--- src/verilog/slm_panel_pkg.sv ---
// =========================================================================
// shared definitions for the frame reader debug panel
// bus widths, capture depths, offset reset values,
// seven-segment glyph codes and the switch word union
// =========================================================================

`default_nettype none

package slm_panel_pkg;

    // ---- bus widths
    localparam int sw_width         = 10;
    localparam int offset_width     = 8;
    localparam int probe_width      = 19;
    // top sample bit is the valid mark
    localparam int sample_width     = 9;
    // status field sits above the sample in the probe word
    localparam int status_width     = 10;
    localparam int mem_addr_width   = 25;

    // ---- logic analyzer geometry
    localparam int history_depth    = 10;
    localparam int post_depth       = 5;
    localparam int slot_count       = 16;
    localparam int slot_index_width = 4;

    // ---- offset reset values, sign and magnitude
    // horizontal starts at -127
    localparam logic [offset_width-1:0] x_offset_reset = 8'd127;
    localparam logic                    x_sign_reset   = 1'b1;
    // vertical starts at +3
    localparam logic [offset_width-1:0] y_offset_reset = 8'd3;
    localparam logic                    y_sign_reset   = 1'b0;

    // =====================================================================
    // seven-segment glyphs, active low, segment g in bit 6
    // =====================================================================
    localparam logic [6:0] glyph_b     = 7'b0000011;
    localparam logic [6:0] glyph_u     = 7'b1000001;
    localparam logic [6:0] glyph_s     = 7'b0010010;
    localparam logic [6:0] glyph_y     = 7'b0010001;
    localparam logic [6:0] glyph_blank = 7'b1111111;

    // =====================================================================
    // switch word, read either as an offset load value or a slot pick
    // =====================================================================

    // offset view
    typedef struct packed {
        logic                    sign;
        // bit 8 carries nothing in this view
        logic                    spare;
        logic [offset_width-1:0] magnitude;
    } offset_view_t;

    // slot view, any upper bit set means the status display
    typedef struct packed {
        logic [sw_width-slot_index_width-1:0] upper;
        logic [slot_index_width-1:0]          index;
    } slot_view_t;

    typedef union packed {
        offset_view_t offset;
        slot_view_t   slot;
    } switch_word_u;

endpackage

`default_nettype wire

--- src/verilog/offset_regs.sv ---
// =========================================================================
// horizontal and vertical image offset registers
// sign and magnitude, loaded from a shared value on per-axis enables
// =========================================================================

`default_nettype none

module offset_regs
    import slm_panel_pkg::*;
(
    input  wire                     CLOCK_50,
    input  wire                     delayed_reset,

    // per-axis load enables, one cycle wide
    input  wire                     load_x,
    input  wire                     load_y,

    // value shared by both axes
    input  wire [offset_width-1:0]  load_value,
    input  wire                     load_sign,

    output logic [offset_width-1:0] offset_x,
    output logic                    offset_x_sign,
    output logic [offset_width-1:0] offset_y,
    output logic                    offset_y_sign
);

    // =====================================================================
    // offset state
    // =====================================================================

    // each axis loads independently, both load if both enables are high
    always_ff @(posedge CLOCK_50 or posedge delayed_reset) begin
        if (delayed_reset) begin
            offset_x      <= x_offset_reset;
            offset_x_sign <= x_sign_reset;
            offset_y      <= y_offset_reset;
            offset_y_sign <= y_sign_reset;
        end else begin
            // horizontal, + moves the image right
            if (load_x) begin
                offset_x      <= load_value;
                offset_x_sign <= load_sign;
            end
            // vertical, + moves the image down
            if (load_y) begin
                offset_y      <= load_value;
                offset_y_sign <= load_sign;
            end
        end
    end

endmodule

`default_nettype wire

--- src/verilog/trace_capture.sv ---
// =========================================================================
// small logic analyzer on the probe's low sample bits
// pre-trigger history shift register, post-trigger counter,
// sixteen capture slots and a combinational slot read port
// =========================================================================

`default_nettype none

module trace_capture
    import slm_panel_pkg::*;
(
    input  wire                         CLOCK_50,
    input  wire                         delayed_reset,

    // probe low bits, msb marks a trigger sample
    input  wire [sample_width-1:0]      sample,

    // read port
    input  wire [slot_index_width-1:0]  slot_index,
    output logic [sample_width-1:0]     slot_data
);

    // =====================================================================
    // storage
    // =====================================================================

    // index 0 holds the oldest sample
    logic [sample_width-1:0]     history [history_depth];

    // slots 0..9 pre-trigger, 10 trigger, 11..15 post-trigger
    logic [sample_width-1:0]     slots [slot_count];

    // zero is idle, 1..5 pick a post slot, then runs on to wrap
    logic [slot_index_width-1:0] post_cnt;

    logic                        trigger;
    logic                        post_write;

    assign trigger = sample[sample_width-1];

    // counts 1 through post_depth fill the post-trigger slots
    assign post_write = (post_cnt != '0) &&
                        (post_cnt <= slot_index_width'(post_depth));

    // =====================================================================
    // history shift, one step per clock
    // =====================================================================
    always_ff @(posedge CLOCK_50 or posedge delayed_reset) begin
        if (delayed_reset) begin
            for (int i = 0; i < history_depth; i++) begin
                history[i] <= '0;
            end
        end else begin
            for (int i = 0; i < history_depth - 1; i++) begin
                history[i] <= history[i+1];
            end
            history[history_depth-1] <= sample;
        end
    end

    // =====================================================================
    // capture slots and post counter
    // =====================================================================
    always_ff @(posedge CLOCK_50 or posedge delayed_reset) begin
        if (delayed_reset) begin
            post_cnt <= '0;
            for (int i = 0; i < slot_count; i++) begin
                slots[i] <= '0;
            end
        end else if (trigger) begin
            // new trigger restarts the window, even mid-capture
            post_cnt <= slot_index_width'(1);
            for (int i = 0; i < history_depth; i++) begin
                slots[i] <= history[i];
            end
            slots[history_depth] <= sample;
        end else begin
            // advance only while running, wraps to idle after 15
            if (post_cnt != '0) begin
                post_cnt <= post_cnt + 1'b1;
            end
            if (post_write) begin
                slots[history_depth + int'(post_cnt)] <= sample;
            end
        end
    end

    // =====================================================================
    // read port
    // =====================================================================

    // combinational, so a capture shows one cycle after its edge
    assign slot_data = slots[slot_index];

endmodule

`default_nettype wire

--- src/verilog/panel_control.sv ---
// =========================================================================
// panel decode and selection
// switch word decode, LED source choice, busy glyphs on the digits,
// memory address choice and read gating during upload
// =========================================================================

`default_nettype none

module panel_control
    import slm_panel_pkg::*;
(
    // board controls
    input  wire [sw_width-1:0]          sw,
    input  wire                         update_x,
    input  wire                         update_y,

    // upload and reader side
    input  wire                         write_done,
    input  wire [mem_addr_width-1:0]    write_addr,
    input  wire [mem_addr_width-1:0]    read_addr,
    input  wire                         read_en,

    // debug sources
    input  wire [status_width-1:0]      probe_status,
    input  wire [sample_width-1:0]      slot_data,

    // to offset_regs
    output logic                        load_x,
    output logic                        load_y,
    output logic [offset_width-1:0]     load_value,
    output logic                        load_sign,

    // to trace_capture
    output logic [slot_index_width-1:0] slot_index,

    // board outputs
    output logic [status_width-1:0]     ledr,
    output logic [6:0]                  hex0,
    output logic [6:0]                  hex1,
    output logic [6:0]                  hex2,
    output logic [6:0]                  hex3,
    output logic [6:0]                  hex4,
    output logic [6:0]                  hex5,

    // memory port
    output logic [mem_addr_width-1:0]   mem_addr,
    output logic                        mem_read
);

    // =====================================================================
    // switch decode
    // =====================================================================
    switch_word_u sw_word;
    logic         status_view;

    assign sw_word = sw;

    // strobes go straight through as load enables
    assign load_x     = update_x;
    assign load_y     = update_y;
    assign load_value = sw_word.offset.magnitude;
    assign load_sign  = sw_word.offset.sign;

    assign slot_index = sw_word.slot.index;

    // switch word above 15
    assign status_view = (sw_word.slot.upper != '0);

    // =====================================================================
    // LED source
    // =====================================================================

    // slot sample zero-extended, or the probe status field
    assign ledr = status_view ? probe_status
                              : {{(status_width-sample_width){1'b0}}, slot_data};

    // =====================================================================
    // seven-segment digits
    // =====================================================================

    // "busy" on the upper four while the upload runs
    assign hex5 = write_done ? glyph_blank : glyph_b;
    assign hex4 = write_done ? glyph_blank : glyph_u;
    assign hex3 = write_done ? glyph_blank : glyph_s;
    assign hex2 = write_done ? glyph_blank : glyph_y;
    // lower two unused
    assign hex1 = glyph_blank;
    assign hex0 = glyph_blank;

    // =====================================================================
    // memory port
    // =====================================================================

    // writer owns the port until the upload is done
    assign mem_addr = write_done ? read_addr : write_addr;
    // reads held off during upload
    assign mem_read = read_en & write_done;

endmodule

`default_nettype wire

--- src/verilog/slm_panel_top.sv ---
// =========================================================================
// frame reader debug and control panel, top level
// panel decode, offset registers and trace capture
// =========================================================================

`default_nettype none

module slm_panel_top
    import slm_panel_pkg::*;
(
    input  wire                         CLOCK_50,
    input  wire                         delayed_reset,

    input  wire [sw_width-1:0]          sw,
    input  wire                         update_x,
    input  wire                         update_y,
    input  wire [probe_width-1:0]       probe,

    input  wire                         write_done,
    input  wire [mem_addr_width-1:0]    write_addr,
    input  wire [mem_addr_width-1:0]    read_addr,
    input  wire                         read_en,

    output wire [status_width-1:0]      ledr,
    output wire [6:0]                   hex0,
    output wire [6:0]                   hex1,
    output wire [6:0]                   hex2,
    output wire [6:0]                   hex3,
    output wire [6:0]                   hex4,
    output wire [6:0]                   hex5,

    output wire [offset_width-1:0]      offset_x,
    output wire                         offset_x_sign,
    output wire [offset_width-1:0]      offset_y,
    output wire                         offset_y_sign,

    output wire [mem_addr_width-1:0]    mem_addr,
    output wire                         mem_read
);

    // offset load path
    wire                         load_x;
    wire                         load_y;
    wire [offset_width-1:0]      load_value;
    wire                         load_sign;

    // capture read path
    wire [slot_index_width-1:0]  slot_index;
    wire [sample_width-1:0]      slot_data;

    // =====================================================================
    // instances
    // =====================================================================
    panel_control u_panel_control (
        .sw           (sw),
        .update_x     (update_x),
        .update_y     (update_y),
        .write_done   (write_done),
        .write_addr   (write_addr),
        .read_addr    (read_addr),
        .read_en      (read_en),
        // status field above the sample bits
        .probe_status (probe[probe_width-1:sample_width]),
        .slot_data    (slot_data),
        .load_x       (load_x),
        .load_y       (load_y),
        .load_value   (load_value),
        .load_sign    (load_sign),
        .slot_index   (slot_index),
        .ledr         (ledr),
        .hex0         (hex0),
        .hex1         (hex1),
        .hex2         (hex2),
        .hex3         (hex3),
        .hex4         (hex4),
        .hex5         (hex5),
        .mem_addr     (mem_addr),
        .mem_read     (mem_read)
    );

    offset_regs u_offset_regs (
        .CLOCK_50      (CLOCK_50),
        .delayed_reset (delayed_reset),
        .load_x        (load_x),
        .load_y        (load_y),
        .load_value    (load_value),
        .load_sign     (load_sign),
        .offset_x      (offset_x),
        .offset_x_sign (offset_x_sign),
        .offset_y      (offset_y),
        .offset_y_sign (offset_y_sign)
    );

    trace_capture u_trace_capture (
        .CLOCK_50      (CLOCK_50),
        .delayed_reset (delayed_reset),
        .sample        (probe[sample_width-1:0]),
        .slot_index    (slot_index),
        .slot_data     (slot_data)
    );

endmodule

`default_nettype wire

--- config.mk ---
export PLATFORM = sky130hd
export DESIGN_NAME = slm_panel_top
export DESIGN_NICKNAME = d
export VERILOG_FILES = /design/src/verilog/slm_panel_pkg.sv /design/src/verilog/offset_regs.sv /design/src/verilog/trace_capture.sv /design/src/verilog/panel_control.sv /design/src/verilog/slm_panel_top.sv
export SDC_FILE = /design/constraint.sdc
export NUM_CORES = 1
export LEC_CHECK = 0
export BUFFER_PORTS_ARGS = -buffer_cell sky130_fd_sc_hd__buf_2
export CORE_MARGIN = 2
export CORE_UTILIZATION = 57
export DETAILED_ROUTE_END_ITERATION = 10
export MAX_ROUTING_LAYER = met4
export PLACE_DENSITY_LB_ADDON = 0.15
export SYNTH_ARGS = -nofsm -noshare
export SYNTH_HDL_FRONTEND = slang
export SYNTH_SLANG_ARGS = --single-unit
export TNS_END_PERCENT = 50
--- constraint.sdc ---
create_clock -name CLOCK_50 -period 9.6 [get_ports CLOCK_50]
set_input_delay 0.96 -clock CLOCK_50 [delete_from_list [all_inputs] [get_ports CLOCK_50]]
set_output_delay 0.96 -clock CLOCK_50 [all_outputs]
set_load 0.01 [all_outputs]
-- Word-level counts from Yosys, hierarchy flattened
Index checks and enable logic that the tools add are counted.
- flip-flop bits (word level): 256
- bits of input ports: 85
- output and inout bits: 96
- logic and storage cells: 64
- $add $sub $neg: 2
- $lt $le $gt $ge: 4
- muxes and demuxes: 16
- bitwise logic cells: 4
- reductions and logical operators: 7
- operator list (operator ; number):
    144-bit bitwise mux ; 1
    144-bit 2-to-1 mux ; 1
    99-bit 2-to-1 mux ; 1
    9-bit binary-select mux with 4-bit select ; 1
    9-bit demux with 4-bit select ; 1
    32-bit by 5-bit >= comparator with 1-bit output, second input constant ; 1
    32-bit by 1-bit less-than comparator with 1-bit output, second input constant ; 1
    32-bit NOT ; 1
    9-bit 2-to-1 mux ; 3
    25-bit 2-to-1 mux ; 1
    7-bit 2-to-1 mux ; 3
    10-bit 2-to-1 mux ; 1
    4-bit 2-to-1 mux ; 2
    6-bit 2-to-1 mux ; 1
    6-bit nonzero test ; 1
    4-bit by 4-bit adder with 5-bit output, first input constant ; 1
    5-bit >= comparator, second input constant ; 1
    4-bit NOT with 5-bit output ; 1
    4-bit by 1-bit adder with 4-bit output, second input constant ; 1
    4-bit by 3-bit <= comparator with 1-bit output, second input constant ; 1
    2-bit nonzero test ; 2
    4-bit nonzero test ; 1
    1-bit logical AND ; 2
    2-bit AND reduction ; 1
    other kinds (2) ; 2

-- Depth between registers and ports, before layout
Gate-level depths: netlist (run 1).
- depth in word-level cells: 9
- mapped depth: 10

-- Modules after synthesis
A second synthesis (run 1) with hierarchy kept.
- cells, all modules: 817
- area, all modules: 11339.6 um^2
- modules (own cells, without submodules) (module ; times used ; cells each ; area an instance (um^2) ; sequential area each (um^2)):
    trace_capture ; 1 ; 678 ; 9714.3 ; 5955.7
    panel_control ; 1 ; 100 ; 865.8 ; 0.0
    offset_regs ; 1 ; 39 ; 759.5 ; 462.9

-- Least setup slack after synthesis (run 1)
Ideal clock, no wire load.
- path type: in2out
- from: in sw[1]
- to: out ledr[2]
- arrival time: 2.457 ns
- required time: 8.640 ns
- slack: 6.183 ns
- stages: 6
- path buffers: 3
- cell sequence: buf_4 > buf_2 > buf_2 > mux4_2 > a311o_1 > o22a_1
- longest elaborated chain between the ends: 5
- ends and longest elaborated chain (item ; line ; text):
    start: declaration ; slm_panel_top.sv:14 ; input wire [sw_width-1:0] sw,
    4-bit NOT with 5-bit output (not written as such) ; trace_capture.sv:93 ; assign slot_data = slots[slot_index];
    9-bit binary-select mux with 4-bit select ; trace_capture.sv:93 ;
    9-bit 2-to-1 mux (not written as such) (2 in series) ; trace_capture.sv:93 ;
    10-bit 2-to-1 mux ; panel_control.sv:74 ; assign ledr = status_view ? probe_status
    end: declaration ; slm_panel_top.sv:24 ; output wire [status_width-1:0] ledr,
No other way between the ends. The select of a mux whose other input is x is not followed.

-- Worst setup path after layout (run 1)
- from: in sw[0]
- to: out ledr[2]
Same word-level chain as after synthesis.

==> results of run 1 <==
## placed cells by master (no fill, tap or decap), types with 10 or more instances in the layout
master       n
mux4_2      33
a31oi_1     32
mux2_2      97
o21ai_0     79
nor2b_1     67
nand2_1     42
mux2i_1     37
dfrtp_1    246
clkbuf_1    11
a221o_1     23
dfstp_2     10
clkbuf_16   27
nand2b_1    11
nor2_1      15
nor3_1      17
conb_1      22
a21oi_1     51
buf_2      157
## cell usage after synthesis, types with 2 or more instances
library cell	instances	area, µm²
ha_1	5	62.6
a31oi_1	32	200
dfrtp_1	246	6160
clkbuf_1	51	191
nand4_1	4	25.0
nand3b_1	2	15.0
nor3_1	17	85.1
mux4_2	33	743
nor2_1	15	56.3
buf_2	18	90.1
dfstp_2	10	263
nand2b_1	11	68.8
buf_6	2	22.5
buf_4	45	338
nor2_4	3	33.8
nand2_1	42	158
a221o_1	23	230
a311o_1	3	30.0
mux2_2	97	1090
a21oi_1	51	255
buf_1	5	18.8
o22a_1	3	26.3
nand3_1	7	35.0
and2_1	5	31.3
o21ai_0	79	395
inv_1	5	18.8
o22ai_1	3	18.8
nor2b_1	67	419
mux2i_1	37	370
and3_1	2	12.5
## logic make-up (layout without fill, tap and decap cells)
family | Yosys count | after routing | share of synthesized area
simple gates | 185 | 185 | 0.0882
buf+inv | 126 | 220 | 0.0584
fa+ha+maj | 5 | 5 | 0.00538
compound gates | 200 | 200 | 0.105
mux | 167 | 167 | 0.190
other cells | 1 | 24 | 0.000323
xor+xnor | 1 | 1 | 0.000753
flops | 256 | 256 | 0.552
## final timing paths
check	startpoint	endpoint	slack, ns	depth (start not counted)
worst min register to register	u_trace_capture.history[55]	u_trace_capture.history[64]	0.37	0
worst min-delay path	u_trace_capture.history[55]	u_trace_capture.history[64]	0.37	0
min in group asynchronous	delayed_reset	u_trace_capture.history[89]	0.56	2
worst max register to register	u_trace_capture.post_cnt[1]	u_trace_capture.slots[102]	6.11	6
worst max-delay path	sw[0]	ledr[2]	5.72	5
max in group asynchronous	delayed_reset	u_trace_capture.slots[6]	7.60	3
## registers in the layout (all words and copies together) (netlist names)
register,flops
u_trace_capture.slots,144
u_trace_capture.history,90
u_offset_regs.offset_x,8
u_offset_regs.offset_y,8
u_trace_capture.post_cnt,4
u_offset_regs.offset_x_sign,1
u_offset_regs.offset_y_sign,1
## metrics by stage
step | instances | hold slack [ns] | worst slack [ns] | util
floorplan | 962 | 0.354 | 1.61 | -
finish | 1328 | 0.368 | 5.72 | 0.650
global placement | 1278 | 0.357 | 5.69 | 0.610
detailed placement | 1278 | 0.359 | 5.70 | 0.610
global route | 1328 | 0.378 | 5.61 | 0.650
CTS | 1326 | 0.373 | 5.70 | 0.650
## layer usage
metal  global-route usage  wire length [µm]  part of all wire
met5                    -                 0                 0
met4               0.0883               830             0.029
met3               0.0531              1760             0.061
met2                0.425             13700              0.47
met1                0.391             12700              0.44
## layout make-up
type,instances,area (µm²)
clock buffer,41,758
multi-input combinational,580,4610
timing repair buffer,167,873
antenna,2,5.00
sequential,256,6420
tap,270,338
inverter,5,26.3
clock inverter,7,48.8
fill,1537,7030
## power by group
part / internal (W) / total, W / switching, W
Combinational: 0.000297 / 0.000694 / 0.000398
Sequential: 0.00126 / 0.00136 / 0.0000996
Clock: 0.000544 / 0.000958 / 0.000414
## worst max-delay path: cells and delay by family
kind / cells / cell delay [ns]
AOI/OAI and AO/OA: 2 / 0.54
muxes: 1 / 0.59
buffers and inverters: 2 / 0.81
==> metrics.csv, run 1 <==
metric,value,unit
grt_pass1_wl,45600,µm
min_period,3.88,ns
syn_avg_cell_area,12.4,µm²
numCtsBuffers,27,
die_y,147,µm
grt_max_degree,160,
drv_slew,0,
dr.pass1.iters,7,
leakage,5.80,nW
portBuffers,158,
maxSlewHeadroom,0.171,
final_nets,1127,
fp-row-count,52,
arrival,2.92,ns
final_hold_viol_count,0,
cts_tree,yes,
grt_usage,0.281,
yosysUniqueCellTypes,48,
cts.sinks,256,
post-route-period-util,0.404,
synthCells,941,
ioPinCount,181,
grt_pass1_vias,7949,
die_w,147,µm
fin_area,0.0131,mm²
tightest_slew,1.24,ns
cpMostUsedCell,buf_2,
area_growth,12.5,%
dp_hpwl,17900,µm
core_area,0.0201,mm²
synth_seq_area_share,0.552,
die-area,0.0216,mm²
post-route-drc-count,0,
startpoint_type,input pin,
hp-class,flip-flop to flip-flop,
h-tree-depth,1,
start_util,0.578,
crit_fanout,27,
max_cap_viol_count,0,
outcome,finished clean,
synth_flop_cell,dfrtp_1,
cts_resized,0,
rsz0062_at_grt,no,
cts_hold_buf,0,
slowest_stage,buf_2,
ant_nets,0,
finalSetupTns,0,ns
place.gp.congestion,0.822,
skew,0.0246,ns
power,0.00301,W
cp_cell_sequence,"buf_2, mux4_2, a311o_1, o22a_1, buf_2",
peakVddDrop,165,µV
max_freq,0.258,GHz
clockRootBuffer,clkbuf_16,
via_count,7845,
async_flop_share,1.00,
worstPathRequired,8.64,ns
antenna_found_initial,2,
drt_iter0_markers,632,
cp_slowest_stage_delay,0.67,ns
path_clk_slew,0.06,ns
clock_latency,0.54,ns
drive_above_1_share,0.336,
finalSetupViolCount,0,
ys_warn_count,0,
routed_wirelength,29000,µm
via_per_inst,5.91,
overflow,0,
wl_per_cell,21.8,µm
cts_setup_buffers,0,
synthesis.area,0.0116,mm²
max-clock-path-buffers,3,
power_density,230,mW/mm²
ys_ff_latch,256,
critPathKind,input pin to output port,
synth_edf_count,0,
dpl_cell_area,0.0123,mm²
critPathCaptureType,output port,
No activity file was read; power rests on OpenSTA's default activity.
==> run 2, diff against run 1 <==
- ABC_AREA: unset -> 1
- CORE_UTILIZATION: 57 -> 52
- clock period: 9.6 -> 3.4 ns (I/O delays scaled with it)
==> run 2 against run 1 <==
  * The flow now finishes with violations (negative hold slack)
  * Global-route usage down 1.5 points
  * Sequential power increased to 2.8 times the previous value
  * Cell count is 39% higher
  * Synthesized cell count increased by 50%
==> metrics.csv, run 2 <==
metric,value,unit,change
clock_latency,0.55,ns,about the same
ioPinCount,181,,unchanged
ys_top_cells_by_count,"nand2_1, nand3_1, dfrtp_1, inv_1, buf_4",,
peakVddDrop,415,µV,+150%
core_area,0.0233,mm²,+16%
synthCells,1410,,+50%
switchingPower,0.00317,W,+250%
grt_max_degree,85,,-47%
die_y,157,µm,+7.1%
ys_top_cells_by_area,"dfrtp_1, nand3_1, nand2_1",,
tightest_slew,0.938,ns,-0.301 ns
area_growth,13.5,%,
finalNonFillerCells,1852,,+39%
cts_setup_buffers,0,,unchanged
drt_iter0_markers,908,,+44%
post-route-drc-count,0,,unchanged
antenna_found_initial,0,,-2
wl_per_cell,16.9,µm,-22%
p_int,0.00600,W,+190%
yosysUniqueCellTypes,34,,-29%
clockPowerShare,0.318,,about the same
die-area,0.0247,mm²,+15%
post-route-period-util,0.682,,
portBuffers,158,,unchanged
routed_wirelength,31400,µm,+8.2%
leakage,7.17,nW,+24%
finalSetupViolCount,0,,unchanged
ant_nets,0,,unchanged
clockRootBuffer,clkbuf_16,,
max-clock-path-buffers,3,,unchanged
numCtsBuffers,27,,unchanged
start_util,0.525,,-0.0531
rsz0062_at_grt,no,,
ys_warn_count,0,,unchanged
critPathKind,flip-flop to flip-flop,,
startpoint_type,flip-flop,,
via_per_inst,5.27,,-11%
largest_register_ffs,144,,unchanged
regMostFlops,u_trace_capture.slots,,
outcome,"complete, but fails checks",,
h-tree-depth,1,,unchanged
max_cap_viol_count,0,,unchanged
skew,0.0150,ns,-0.00961 ns
arrival,2.72,ns,-0.20 ns
cts.sinks,256,,unchanged
synth_seq_area_share,0.525,,-0.0267
place.gp.congestion,0.823,,+0.13%
final_hold_viol_count,8,,+8
power,0.00917,W,+200%
cts_tree,yes,,
synth_edf_count,0,,unchanged
combPwrFrac,0.264,,+0.033
hp-class,input pin to asynchronous set/reset pin,,
cts_hold_buf,0,,unchanged
layout_common_cells,"nand2_1, nand3_1, dfrtp_1",,
p_seq_frac,0.418,,-0.033
dp_cells,1804,,+41%
yosys.area.top_type,dfrtp_1,,
async_flop_share,1.00,,unchanged
grt_pass1_vias,9342,,+18%
largest_registers,"u_trace_capture.slots x144, u_trace_capture.history x90",,
overflow,0,,unchanged
power_density,661,mW/mm²,+190%
grt_usage,0.265,,-0.0155
power.share.switching,0.345,,+0.0423
diodes,0,,-2
critPathCaptureType,flip-flop,,
final_nets,1604,,+42%
yosysMostFrequentCell,nand2_1,,
rrSetupSlack,1.08,ns,-5.03 ns
ys_ff_latch,256,,unchanged
dp_hpwl,20300,µm,+13%
maxSlewHeadroom,0.374,,+0.203
synth_flop_cell,dfrtp_1,,
drive_above_1_share,0.202,,-0.135
path_clk_slew,0.06,ns,about the same
grt_pass1_wl,50200,µm,+10%
fp-row-count,56,,+7.7%
min_period,2.32,ns,
final_common_cell,nand2_1,,
crit_fanout,25,,-7.4%
drv_slew,0,,unchanged
die_w,157,µm,+7.1%
synthesis.area,0.0122,mm²,+5.1%
worstPathRequired,3.80,ns,-4.84 ns
syn_avg_cell_area,8.66,µm²,-30%
via_count,9764,,+24%
violations,negative hold slack,,
max_freq,0.431,GHz,
dr.pass1.iters,6,,-1
hold_slack,-0.0130,ns,-0.381 ns
cts_resized,0,,unchanged
synth_top_area_frac,0.504,,-0.0256
-- run 2: changes by cell type in the layout (fill, tap and decap cells not counted), moves of 30 or more --
cell / change
o21ai_0: -58
nand3_1: +355
a31oi_1: -30
inv_1: +128
mux4_2: -33
a21oi_1: -41
nand2_1: +326
mux2i_1: -37
nor2b_1: -67
mux2_2: -62
-- run 2: cell families after synthesis --
kind of cell | after synthesis | synth area share
flops | 256 | 0.525
fa+ha+maj | 5 | 0.00512
mux | 35 | 0.0323
compound gates | 66 | 0.0302
simple gates | 786 | 0.306
other cells | 1 | 0.000307
xor+xnor | 3 | 0.00338
buf+inv | 258 | 0.0975
-- run 2: critical path, stage by stage (launching register included) --
cell and delay, ns:
dfrtp_1 0.44, inv_1 0.12, ha_1 0.23, inv_1 0.06, nand3_1 0.13, nand3_4 0.16, nor2_8 0.38, nand2_1 0.42
nand2_1 0.15, o21ai_0 0.09
-- run 2: area by class of cell --
class,count,area (µm²)
clock buffers,40,764
clock inverters,8,108
fillers,2136,9400
inverters,140,529
multi-input cells,917,4690
flip-flops and latches,256,6420
well taps,319,399
repair buffers,172,961
-- run 2: final timing paths --
path,endpoint,from,depth (start not counted)
worst min register to register,u_trace_capture.history[85],u_trace_capture.history[76],0
worst max-delay path,u_trace_capture.slots[30],u_trace_capture.post_cnt[1],9
min in group CLOCK_50,u_offset_regs.offset_y[6],sw[6],2
max in group asynchronous,u_offset_regs.offset_y[0],delayed_reset,3
worst max register to register,u_trace_capture.slots[30],u_trace_capture.post_cnt[1],9
worst min-delay path,u_trace_capture.slots[17],delayed_reset,2
-- run 2: metal layers --
layer	wire (µm)	track usage	vias up
met3	2010	0.0333	47
met2	14900	0.419	327
met4	556	0.0597	0
met5	0	-	-
li1	-	-	4697
met1	13900	0.370	4693
-- run 2: power by group through the flow --
| stage | sequential [W] | combinational (W) | clock [W] |
|---|---|---|---|
| after floorplan | 0.00383 | 0.00189 | 0 |
| after global placement | 0.00387 | 0.00237 | 0 |
| after detailed placement | 0.00388 | 0.00242 | 0 |
| after CTS | 0.00383 | 0.00243 | 0.00296 |
| after global routing | 0.00389 | 0.00270 | 0.00311 |
| final | 0.00384 | 0.00242 | 0.00291 |
-- run 2: per-stage QoR --
| step | util | setup TNS [ns] | instance area (µm²) | setup WS, ns | hold slack, ns |
|---|---|---|---|---|---|
| 2_1_floorplan | - | -74.65 | 12300 | -0.303 | 0.354 |
| 3_3_place_gp | 0.559 | 0 | 13000 | 1.21 | 0.356 |
| 3_5_place_dp | 0.559 | 0 | 13000 | 1.09 | 0.359 |
| 4_1_cts | 0.596 | 0 | 13900 | 1.10 | 0.00793 |
| 5_1_grt | 0.596 | 0 | 13900 | 0.873 | 0.0574 |
| 6_report | 0.596 | 0 | 13900 | 1.08 | -0.0130 |
